**config.mk**
```make
export PLATFORM = sky130hd
export DESIGN_NAME = exec_stage
export DESIGN_NICKNAME = d
export VERILOG_FILES = /design/src/rtl/cpu_pkg.sv /design/src/rtl/muldiv_if.sv /design/src/rtl/exec_alu.sv /design/src/rtl/branch_resolve.sv /design/src/rtl/muldiv_fsm.sv /design/src/rtl/iter_counter.sv /design/src/rtl/muldiv_datapath.sv /design/src/rtl/exec_stage.sv
export SDC_FILE = /design/constraint.sdc
export NUM_CORES = 2
export LEC_CHECK = 0
export BUFFER_PORTS_ARGS = -buffer_cell sky130_fd_sc_hd__buf_4
export CORE_MARGIN = 3
export CORE_UTILIZATION = 35
export CTS_BUF_LIST = sky130_fd_sc_hd__clkbuf_8 sky130_fd_sc_hd__clkbuf_16
export CTS_CLUSTER_DIAMETER = 120
export DETAILED_ROUTE_END_ITERATION = 8
export PLACE_DENSITY = 0.6
export SLEW_MARGIN = 25
export SYNTH_ARGS = -nofsm -noshare
export SYNTH_HDL_FRONTEND = slang
export SYNTH_SLANG_ARGS = --single-unit
```
**constraint.sdc**
```tcl
create_clock -name clk -period 25.2 [get_ports clk]
set_input_delay 2.52 -clock clk [delete_from_list [all_inputs] [get_ports clk]]
set_output_delay 2.52 -clock clk [all_outputs]
set_load 0.005 [all_outputs]
```
**src/rtl/cpu_pkg.sv**
```systemverilog
package cpu_pkg;

localparam int XLEN    = 32;
localparam int MD_ITER = 32;

typedef enum logic [5:0] {
	OP_NOP,
	OP_ADD,
	OP_ADDU,
	OP_SUB,
	OP_SUBU,
	OP_AND,
	OP_OR,
	OP_XOR,
	OP_NOR,
	OP_LUI,
	OP_SLT,
	OP_SLTU,
	OP_CLZ,
	OP_CLO,
	OP_SLL,
	OP_SRL,
	OP_SRA,
	OP_SLLV,
	OP_SRLV,
	OP_SRAV,
	OP_MULT,
	OP_MULTU,
	OP_DIV,
	OP_DIVU,
	OP_MFHI,
	OP_MFLO,
	OP_BEQ,
	OP_BNE,
	OP_BLEZ,
	OP_BGTZ,
	OP_BLTZ,
	OP_BGEZ,
	OP_J,
	OP_JAL,
	OP_JR,
	OP_INVALID
} oper_t;

typedef enum logic [1:0] { MD_MULT, MD_MULTU, MD_DIV, MD_DIVU } muldiv_op_t;

// matches the cp0 cause encoding
typedef enum logic [4:0] {
	EXC_NONE = 5'd0,
	EXC_RI   = 5'd10,
	EXC_OV   = 5'd12
} exc_code_t;

endpackage

```
**src/rtl/muldiv_if.sv**
```systemverilog
`timescale 1ns/100ps

interface muldiv_if;

// request side, stable while req is high
logic                       req;
cpu_pkg::muldiv_op_t        op;
logic [cpu_pkg::XLEN-1:0]   a;
logic [cpu_pkg::XLEN-1:0]   b;

// response side, hi and lo final once ack rises
logic                       ack;
logic [cpu_pkg::XLEN-1:0]   hi;
logic [cpu_pkg::XLEN-1:0]   lo;

modport master (
	output req, op, a, b,
	input  ack, hi, lo
);

modport slave (
	input  req, op, a, b,
	output ack, hi, lo
);

endinterface

```
**src/rtl/exec_alu.sv**
```systemverilog
`timescale 1ns/100ps

module exec_alu #(
	parameter int HAS_DIV = 1
) (
	input  cpu_pkg::oper_t             op,
	input  logic [cpu_pkg::XLEN-1:0]   reg1,
	input  logic [cpu_pkg::XLEN-1:0]   reg2,
	input  logic [15:0]                imm,
	input  logic [4:0]                 shamt,
	input  logic [cpu_pkg::XLEN-1:0]   pc,
	input  logic [cpu_pkg::XLEN-1:0]   hi,
	input  logic [cpu_pkg::XLEN-1:0]   lo,
	output logic [cpu_pkg::XLEN-1:0]   result,
	output cpu_pkg::exc_code_t         exc
);

localparam int XLEN  = cpu_pkg::XLEN;
localparam int CNT_W = $clog2(XLEN) + 1;

// priority scan from the msb
function automatic logic [CNT_W-1:0] lead_count(
	input logic [XLEN-1:0] val,
	input logic            bit_val
);
	logic [CNT_W-1:0] n;
	logic             stop;
	n    = '0;
	stop = 1'b0;
	for (int i = XLEN - 1; i >= 0; i--) begin
		if (!stop && val[i] == bit_val)
			n = n + 1'b1;
		else
			stop = 1'b1;
	end
	return n;
endfunction

logic [XLEN-1:0] add_u, sub_u;
assign add_u = reg1 + reg2;
assign sub_u = reg1 - reg2;

// signed overflow from the operand and result signs
logic ov_add, ov_sub;
assign ov_add = (reg1[XLEN-1] == reg2[XLEN-1]) & (reg1[XLEN-1] ^ add_u[XLEN-1]);
assign ov_sub = (reg1[XLEN-1] ^ reg2[XLEN-1]) & (reg1[XLEN-1] ^ sub_u[XLEN-1]);

logic signed_lt, unsigned_lt;
assign signed_lt   = (reg1[XLEN-1] != reg2[XLEN-1]) ? reg1[XLEN-1] : sub_u[XLEN-1];
assign unsigned_lt = (reg1 < reg2);

always_comb begin
	case (op)
		cpu_pkg::OP_ADD, cpu_pkg::OP_ADDU: result = add_u;
		cpu_pkg::OP_SUB, cpu_pkg::OP_SUBU: result = sub_u;
		cpu_pkg::OP_AND:  result = reg1 & reg2;
		cpu_pkg::OP_OR:   result = reg1 | reg2;
		cpu_pkg::OP_XOR:  result = reg1 ^ reg2;
		cpu_pkg::OP_NOR:  result = ~(reg1 | reg2);
		cpu_pkg::OP_LUI:  result = {imm, 16'b0};
		cpu_pkg::OP_SLT:  result = {{(XLEN-1){1'b0}}, signed_lt};
		cpu_pkg::OP_SLTU: result = {{(XLEN-1){1'b0}}, unsigned_lt};
		cpu_pkg::OP_CLZ:  result = XLEN'(lead_count(reg1, 1'b0));
		cpu_pkg::OP_CLO:  result = XLEN'(lead_count(reg1, 1'b1));
		cpu_pkg::OP_SLL:  result = reg2 << shamt;
		cpu_pkg::OP_SRL:  result = reg2 >> shamt;
		cpu_pkg::OP_SRA:  result = $signed(reg2) >>> shamt;
		cpu_pkg::OP_SLLV: result = reg2 << reg1[4:0];
		cpu_pkg::OP_SRLV: result = reg2 >> reg1[4:0];
		cpu_pkg::OP_SRAV: result = $signed(reg2) >>> reg1[4:0];
		cpu_pkg::OP_MFHI: result = hi;
		cpu_pkg::OP_MFLO: result = lo;
		// link past the delay slot
		cpu_pkg::OP_JAL:  result = pc + XLEN'(8);
		default:          result = '0;
	endcase
end

always_comb begin
	exc = cpu_pkg::EXC_NONE;
	if (op == cpu_pkg::OP_INVALID)
		exc = cpu_pkg::EXC_RI;
	else if (HAS_DIV == 0 && (op == cpu_pkg::OP_DIV || op == cpu_pkg::OP_DIVU))
		exc = cpu_pkg::EXC_RI;
	else if ((op == cpu_pkg::OP_ADD && ov_add) || (op == cpu_pkg::OP_SUB && ov_sub))
		exc = cpu_pkg::EXC_OV;
end

endmodule

```
**src/rtl/branch_resolve.sv**
```systemverilog
`timescale 1ns/100ps

module branch_resolve (
	input  cpu_pkg::oper_t             op,
	input  logic [cpu_pkg::XLEN-1:0]   reg1,
	input  logic [cpu_pkg::XLEN-1:0]   reg2,
	input  logic [15:0]                imm,
	input  logic [25:0]                target26,
	input  logic [cpu_pkg::XLEN-1:0]   pc,
	input  logic                       pred_valid,
	input  logic                       pred_taken,
	input  logic [cpu_pkg::XLEN-1:0]   pred_target,
	output logic                       taken,
	output logic [cpu_pkg::XLEN-1:0]   target,
	output logic                       mispredict,
	output logic                       is_cf
);

localparam int XLEN = cpu_pkg::XLEN;

logic [XLEN-1:0] pc_plus4, jump_i, jump_j;
logic            reg_equal;

assign pc_plus4  = pc + XLEN'(4);
assign jump_i    = pc_plus4 + {{(XLEN-18){imm[15]}}, imm, 2'b00};
assign jump_j    = {pc_plus4[XLEN-1:28], target26, 2'b00};
assign reg_equal = (reg1 == reg2);

always_comb begin
	taken      = 1'b0;
	target     = '0;
	mispredict = 1'b0;
	is_cf      = 1'b1;
	case (op)
		cpu_pkg::OP_BEQ, cpu_pkg::OP_BNE, cpu_pkg::OP_BLEZ,
		cpu_pkg::OP_BGTZ, cpu_pkg::OP_BLTZ, cpu_pkg::OP_BGEZ: begin
			case (op)
				cpu_pkg::OP_BEQ:  taken = reg_equal;
				cpu_pkg::OP_BNE:  taken = ~reg_equal;
				cpu_pkg::OP_BLEZ: taken = reg1[XLEN-1] | (reg1 == '0);
				cpu_pkg::OP_BGTZ: taken = ~reg1[XLEN-1] & (reg1 != '0);
				cpu_pkg::OP_BLTZ: taken = reg1[XLEN-1];
				default:          taken = ~reg1[XLEN-1];
			endcase
			target     = jump_i;
			// direction wrong, or taken to the wrong place
			mispredict = pred_valid & (pred_taken ^ taken);
			if (taken)
				mispredict = mispredict | ~pred_valid | (pred_target != target);
		end
		cpu_pkg::OP_J, cpu_pkg::OP_JAL: begin
			taken      = 1'b1;
			target     = jump_j;
			mispredict = ~pred_valid | (pred_target != target);
		end
		cpu_pkg::OP_JR: begin
			taken      = 1'b1;
			target     = reg1;
			mispredict = ~pred_valid | (pred_target != target);
		end
		default: is_cf = 1'b0;
	endcase
end

endmodule

```
**src/rtl/muldiv_fsm.sv**
```systemverilog
`timescale 1ns/100ps

module muldiv_fsm #(
	parameter int HAS_DIV = 1
) (
	input  logic       clk,
	input  logic       rst,
	muldiv_if.slave    md,
	output logic       load,
	output logic       step,
	output logic       fixup,
	input  logic       zero
);

typedef enum logic [1:0] {
	S_IDLE,
	S_RUN,
	S_FIX,
	S_DONE
} state_t;

state_t state;
logic   start;
logic   is_div;

assign is_div = (md.op == cpu_pkg::MD_DIV) || (md.op == cpu_pkg::MD_DIVU);

// a disabled divide never starts the unit
assign start = md.req && (HAS_DIV != 0 || !is_div);

always_ff @(posedge clk) begin
	if (rst) begin
		state <= S_IDLE;
	end else begin
		case (state)
			S_IDLE: if (start) state <= S_RUN;
			// zero shows during the last step
			S_RUN:  if (zero) state <= S_FIX;
			S_FIX:  state <= S_DONE;
			S_DONE: if (!md.req) state <= S_IDLE;
			default: state <= S_IDLE;
		endcase
	end
end

assign load   = (state == S_IDLE) && start;
assign step   = (state == S_RUN);
assign fixup  = (state == S_FIX);
assign md.ack = (state == S_DONE);

ack_needs_req: assert property (@(posedge clk) disable iff (rst)
	$rose(md.ack) |-> md.req);

req_held_until_ack: assert property (@(posedge clk) disable iff (rst)
	$fell(md.req) |-> $past(md.ack));

// one step per iteration, then the sign fixup
run_length: assert property (@(posedge clk) disable iff (rst)
	load |=> step [*cpu_pkg::MD_ITER] ##1 fixup);

endmodule

```
**src/rtl/iter_counter.sv**
```systemverilog
`timescale 1ns/100ps

module iter_counter #(
	parameter int WIDTH = 6
) (
	input  logic             clk,
	input  logic             rst,
	input  logic             load,
	input  logic             step,
	input  logic [WIDTH-1:0] init,
	output logic             zero
);

logic [WIDTH-1:0] count;

always_ff @(posedge clk) begin
	if (rst)
		count <= '0;
	else if (load)
		count <= init;
	else if (step)
		count <= count - 1'b1;
end

assign zero = (count == '0);

// the count must never wrap
no_step_at_zero: assert property (@(posedge clk) disable iff (rst)
	step |-> !zero);

endmodule

```
**src/rtl/muldiv_datapath.sv**
```systemverilog
`timescale 1ns/100ps

module muldiv_datapath (
	input  logic       clk,
	input  logic       rst,
	muldiv_if.slave    md,
	input  logic       load,
	input  logic       step,
	input  logic       fixup
);

localparam int XLEN = cpu_pkg::XLEN;

// acc is the high half or remainder, mq the multiplier or quotient
logic [XLEN-1:0]   acc, mq, opb;
logic              neg_res, neg_rem;
logic              is_signed, is_div;
logic [XLEN-1:0]   abs_a, abs_b;
logic [XLEN:0]     mul_sum;
logic [XLEN:0]     div_shift;
logic [XLEN+1:0]   div_diff;
logic [2*XLEN-1:0] prod_neg;

assign is_signed = (md.op == cpu_pkg::MD_MULT) || (md.op == cpu_pkg::MD_DIV);
assign is_div    = (md.op == cpu_pkg::MD_DIV) || (md.op == cpu_pkg::MD_DIVU);
assign abs_a     = (is_signed && md.a[XLEN-1]) ? -md.a : md.a;
assign abs_b     = (is_signed && md.b[XLEN-1]) ? -md.b : md.b;

assign mul_sum   = {1'b0, acc} + (mq[0] ? {1'b0, opb} : '0);
assign div_shift = {acc, mq[XLEN-1]};
assign div_diff  = {1'b0, div_shift} - {2'b00, opb};
assign prod_neg  = -{acc, mq};

always_ff @(posedge clk) begin
	if (rst) begin
		neg_res <= 1'b0;
		neg_rem <= 1'b0;
	end else if (load) begin
		neg_res <= is_signed && (md.a[XLEN-1] ^ md.b[XLEN-1]);
		neg_rem <= is_signed && md.a[XLEN-1];
	end
end

always_ff @(posedge clk) begin
	if (load) begin
		acc <= '0;
		mq  <= abs_a;
		opb <= abs_b;
	end else if (step) begin
		if (is_div) begin
			// restore when the trial subtract goes negative
			if (div_diff[XLEN+1]) begin
				acc <= div_shift[XLEN-1:0];
				mq  <= {mq[XLEN-2:0], 1'b0};
			end else begin
				acc <= div_diff[XLEN-1:0];
				mq  <= {mq[XLEN-2:0], 1'b1};
			end
		end else begin
			acc <= mul_sum[XLEN:1];
			mq  <= {mul_sum[0], mq[XLEN-1:1]};
		end
	end else if (fixup) begin
		if (is_div) begin
			if (neg_res)
				mq <= -mq;
			if (neg_rem)
				acc <= -acc;
		end else if (neg_res) begin
			{acc, mq} <= prod_neg;
		end
	end
end

assign md.hi = acc;
assign md.lo = mq;

endmodule

```
**src/rtl/exec_stage.sv**
```systemverilog
`timescale 1ns/100ps

module exec_stage #(
	parameter int HAS_DIV = 1
) (
	input  logic                       clk,
	input  logic                       rst,
	input  logic                       flush,
	input  logic                       in_valid,
	input  cpu_pkg::oper_t             op,
	input  logic [cpu_pkg::XLEN-1:0]   reg1,
	input  logic [cpu_pkg::XLEN-1:0]   reg2,
	input  logic [31:0]                instr,
	input  logic [cpu_pkg::XLEN-1:0]   pc,
	input  logic                       pred_valid,
	input  logic                       pred_taken,
	input  logic [cpu_pkg::XLEN-1:0]   pred_target,
	output logic                       out_valid,
	output logic [cpu_pkg::XLEN-1:0]   result,
	output cpu_pkg::exc_code_t         exc_code,
	output logic                       br_valid,
	output logic                       br_taken,
	output logic [cpu_pkg::XLEN-1:0]   br_target,
	output logic                       br_mispredict,
	output logic [cpu_pkg::XLEN-1:0]   hi,
	output logic [cpu_pkg::XLEN-1:0]   lo,
	output logic                       stall
);

localparam int XLEN   = cpu_pkg::XLEN;
localparam int ITER_W = $clog2(cpu_pkg::MD_ITER + 1);

logic [XLEN-1:0]     alu_result, cf_target;
cpu_pkg::exc_code_t  alu_exc;
logic                cf_taken, cf_mispredict, is_cf;
logic                accept, is_md, md_start;
cpu_pkg::muldiv_op_t md_op;
logic                md_load, md_step, md_fixup, iter_zero;

muldiv_if md_bus ();

exec_alu #(
	.HAS_DIV(HAS_DIV)
) exec_alu_inst (
	.op(op), .reg1(reg1), .reg2(reg2), .imm(instr[15:0]), .shamt(instr[10:6]),
	.pc(pc), .hi(hi), .lo(lo), .result(alu_result), .exc(alu_exc)
);

branch_resolve branch_resolve_inst (
	.op(op), .reg1(reg1), .reg2(reg2), .imm(instr[15:0]), .target26(instr[25:0]),
	.pc(pc), .pred_valid(pred_valid), .pred_taken(pred_taken),
	.pred_target(pred_target), .taken(cf_taken), .target(cf_target),
	.mispredict(cf_mispredict), .is_cf(is_cf)
);

muldiv_fsm #(
	.HAS_DIV(HAS_DIV)
) muldiv_fsm_inst (
	.clk(clk), .rst(rst), .md(md_bus), .load(md_load), .step(md_step),
	.fixup(md_fixup), .zero(iter_zero)
);

// the last step finds the count already at zero
iter_counter #(
	.WIDTH(ITER_W)
) iter_counter_inst (
	.clk(clk), .rst(rst), .load(md_load), .step(md_step & ~iter_zero),
	.init(ITER_W'(cpu_pkg::MD_ITER - 1)), .zero(iter_zero)
);

muldiv_datapath muldiv_datapath_inst (
	.clk(clk), .rst(rst), .md(md_bus), .load(md_load), .step(md_step), .fixup(md_fixup)
);

always_comb begin
	is_md = 1'b1;
	md_op = cpu_pkg::MD_MULT;
	case (op)
		cpu_pkg::OP_MULT:  md_op = cpu_pkg::MD_MULT;
		cpu_pkg::OP_MULTU: md_op = cpu_pkg::MD_MULTU;
		cpu_pkg::OP_DIV:   md_op = cpu_pkg::MD_DIV;
		cpu_pkg::OP_DIVU:  md_op = cpu_pkg::MD_DIVU;
		default:           is_md = 1'b0;
	endcase
end

// ack stays up one cycle after req drops, keep holding until then
assign stall    = md_bus.req | md_bus.ack;
assign accept   = in_valid && !stall;
assign md_start = accept && is_md && (alu_exc == cpu_pkg::EXC_NONE);

always_ff @(posedge clk) begin
	if (rst) begin
		out_valid     <= 1'b0;
		br_valid      <= 1'b0;
		br_mispredict <= 1'b0;
	end else begin
		out_valid     <= accept && !md_start && !flush;
		br_valid      <= accept && is_cf && !flush;
		br_mispredict <= accept && is_cf && cf_mispredict && !flush;
	end
end

always_ff @(posedge clk) begin
	if (accept) begin
		result    <= alu_result;
		exc_code  <= alu_exc;
		br_taken  <= cf_taken;
		br_target <= cf_target;
	end
	if (md_start) begin
		md_bus.op <= md_op;
		md_bus.a  <= reg1;
		md_bus.b  <= reg2;
	end
end

// handshake master, hi and lo taken with ack
always_ff @(posedge clk) begin
	if (rst) begin
		md_bus.req <= 1'b0;
		hi         <= '0;
		lo         <= '0;
	end else if (md_start) begin
		md_bus.req <= 1'b1;
	end else if (md_bus.req && md_bus.ack) begin
		md_bus.req <= 1'b0;
		hi         <= md_bus.hi;
		lo         <= md_bus.lo;
	end
end

endmodule

```
==> run metrics <==
reg-to-reg critical path startpoint=muldiv_datapath_inst.md.lo[10]$_DFFE_PP_; clock root cell=clkbuf_16; Post-CTS Resized=0; Vias=~41000; CTS sink cnt=between 300 and 400; Final Max Slew Viols=0; CP peak stage delay=0.41 ns; Die W=approximately 340 um; Global Route Usage Sum=32.8%; layout cells sized above 1=a little over a tenth; core footprint=~110000 um^2; CTS tree=yes; min-delay src=muldiv_datapath_inst.neg_rem$_SDFFE_PP0P_; kind of end point of the critical path=flop; combinational cell fraction of total power=roughly 44%; first-pass GRT wire length=roughly 270 mm; most frequent cells in the layout=nand2_1, nor2_1, a21oi_1; post-synth cell types=about 110; final wirelength=approximately 190 mm; sequential area share after synthesis=21.3%; minimum clock period=between 20 and 25 ns; Worst Setup Path Type=primary input to flop; starting density of the core=35.5%; filler instances=~11000; Sequential Power Share=between 20% and 30%; Die H=between 300 and 400 um; reg-to-reg endpoint=muldiv_datapath_inst.md.hi[29]$_SDFFE_PP0P_; CP startpoint kind=primary input; Worst Hold Class=flop to flop; yosys warns=0; peak supply drop=60.8 uV; largest net degree at the start of global routing=77; P_leak=17.7 nW; Crit path required time=around 26 ns; Mapped Cells=around 5100; post-route ant nets=0; dpl hpwl=around 150 mm; WL per Instance=29.1 um; commonest non-fill, non-tap cell in the layout=nand2_1; Finish-stage setup viols=0; gpl congestion=roughly 1.0; TritonRoute pass-1 iters=8; PortBufs=between 300 and 400; worst hold path endpoint=muldiv_datapath_inst.neg_rem$_SDFFE_PP0P_; Power Dens Cells=between 50 and 60 nW/um^2; ys async rst share=0%; status=finished, final reports clean; CTS Buf Count=43; # Post-CTS Setup Buffers=0; Hold Crit Depth=2; Starting DRT DRC Count=approximately 5500; relative slew slack=between 20 and 30%; Worst Clk Skew=roughly 0.047 ns; Primary FF master, synth=edfxtp_1; Max Fclk=approximately 0.044 GHz; H-Tree Depth=2; # hold bufs at CTS=0; crit path DAT=22.89 ns; row count=120; # IOs=just over 300; Worst-Margin Slew=around 1.1 ns; switching power=a little under 1 mW; crit path max fanout=19; cell with the most instances on the worst path=ha_1; reg2reg setup slack=approximately 19 ns; remaining global-route overflow=0; initial antenna violation count=19; worst skew pair latency=approximately 0.66 ns; R2R depth=19; Worst-path clk slew=0.06 ns; number of global-route vias before repair=roughly 38000; Slowest cell on crit path=a21oi_1; Int Power=around 1.3 mW; Setup TNS Final=0 ns; vias per cell=approximately 6.2; clock network power share=26.6%; Avg Cell Area, Syn=~7.6 um^2; #FFs+latches synth=between 300 and 400; Cell Area, Synth=approximately 38000 um^2; Max Root-Sink Buffers=3; total of max-cap violations=0; # nets final=approximately 5600; Total Power=between 2 and 2.5 mW; EDFF count, synth=between 150 and 200; Net Sw Frac=42.6%; die area=between 100000 and 150000 um^2; final period utilization=89.2%; Hold Vio Cnt, Final=0; drt drc=0; Worst Hold Slack=around 0.47 ns; RSZ-0062 raised after global routing=false; area grow syn2layout=13.2%
-- cell families (layout without fill, tap and decap cells) --
group                    after synthesis  after routing  synth area share, %
AO/OA/AOI/OAI                       1412           1412                 23.6
XOR/XNOR                             403            403                 10.3
other                                  1             14              0.00982
multiplexers                         293            293                 8.18
AND/OR/NAND/NOR                     1841           1841                 22.4
flip-flops                           308            308                 21.3
buffers and inverters                529            694                 5.29
adder cells (fa/ha/maj)              265            265                 8.80
-- power groups by stage --
| stage | clock, mW | sequential (mW) | combinational [mW] |
|---|---|---|---|
| after global placement | 0 | 0.701 | 0.983 |
| after floorplan | 0 | 0.664 | 0.692 |
| final | 0.619 | 0.693 | 1.01 |
| after CTS | 0.631 | 0.691 | 0.995 |
| after global routing | 0.650 | 0.702 | 1.10 |
| after detailed placement | 0 | 0.701 | 0.987 |
-- synth_stat cells (all sizes together), types with 41 or more instances --
library cell / number / area (um^2)
and3: 55 / 344
nor2b: 42 / 263
a21o: 58 / 435
o21bai: 41 / 308
a21oi: 485 / 2440
dfxtp: 110 / 2200
a211oi: 53 / 403
edfxtp: 198 / 5950
o21ai: 284 / 1420
inv: 238 / 893
nand4: 75 / 469
nor3: 139 / 706
o211ai: 67 / 508
and2: 45 / 282
a221oi: 58 / 508
nand3: 144 / 721
nand2b: 49 / 307
or3: 42 / 263
o22ai: 44 / 275
xnor2: 239 / 2220
nor2: 518 / 1940
nor4: 69 / 432
clkbuf: 242 / 908
mux2i: 258 / 2580
buf: 47 / 211
xor2: 147 / 1340
nand2: 582 / 2200
ha: 258 / 3230
a31oi: 41 / 257
-- stage by stage --
| step | worst slack, ns | area, um^2 | util (%) | std cells |
|---|---|---|---|---|
| 6_report | 2.71 | 43200 | 40.1 | 6633 |
| 4_1_cts | 2.95 | 43200 | 40.1 | 6621 |
| 3_5_place_dp | 2.27 | 41800 | 38.8 | 6541 |
| 3_3_place_gp | 2.66 | 41800 | 38.8 | 6541 |
| 2_1_floorplan | 4.53 | 38200 | - | 5053 |
| 5_1_grt | 1.10 | 43200 | 40.1 | 6623 |
-- registers in the layout, indices dropped and copies added, names as in the netlist --
register                      flops
muldiv_datapath_inst.neg_res      1
iter_counter_inst.count           6
md_bus.a                         32
br_valid                          1
md_bus.req                        1
br_taken                          1
md_bus.op                         2
hi                               32
md_bus.b                         32
muldiv_datapath_inst.md.lo       32
br_mispredict                     1
muldiv_datapath_inst.md.hi       32
muldiv_fsm_inst.state             2
br_target                        32
muldiv_datapath_inst.opb         32
result                           32
exc_code                          3
muldiv_datapath_inst.neg_rem      1
lo                               32
out_valid                         1
-- metal layers --
| layer | track usage [%] | part of all wire (%) |
|---|---|---|
| met5 | 0 | 0.014 |
| met4 | 16.7 | 5.8 |
| met3 | 5.50 | 9.2 |
| met1 | 43.5 | 41 |
| met2 | 51.4 | 44 |
-- cell type report --
type                       instances  area, um^2  area share, %
antenna                           12        30.0         0.0695
clock buffer                      44        1090           2.52
clock inverter                    36         298          0.689
inverter                         240         902           2.09
multi-input combinational       4216       28200           65.2
sequential                       308        8150           18.9
tap                             1403        1760           4.06
timing repair buffer             374        2810           6.50
-- how the worst max path moves through the flow --
| stage | start | endpoint | slack [ns] | depth (start not counted) |
|---|---|---|---|---|
| 2_1_floorplan | reg1[31] | result[5]$_SDFFCE_PN0P_ | 4.53 | 107 |
| 6_report | reg1[31] | result[5]$_SDFFCE_PN0P_ | 2.71 | 107 |
| 3_3_place_gp | reg1[31] | result[5]$_SDFFCE_PN0P_ | 2.66 | 107 |
| 5_1_grt | reg1[31] | result[5]$_SDFFCE_PN0P_ | 1.10 | 107 |
| 3_5_place_dp | reg1[31] | result[5]$_SDFFCE_PN0P_ | 2.27 | 107 |
| 4_1_cts | reg1[31] | result[5]$_SDFFCE_PN0P_ | 2.95 | 107 |
-- critical path, delay by kind of cell --
| family | cells | cell delay [ns] |
|---|---|---|
| XOR/XNOR | 3 | 0.72 |
| multiplexers | 16 | 3.39 |
| AND/OR/NAND/NOR | 33 | 3.26 |
| adder cells (fa/ha/maj) | 28 | 8.32 |
| AO/OA/AOI/OAI | 21 | 3.80 |
| buffers and inverters | 6 | 0.89 |
(Power assumes the default switching activity.)
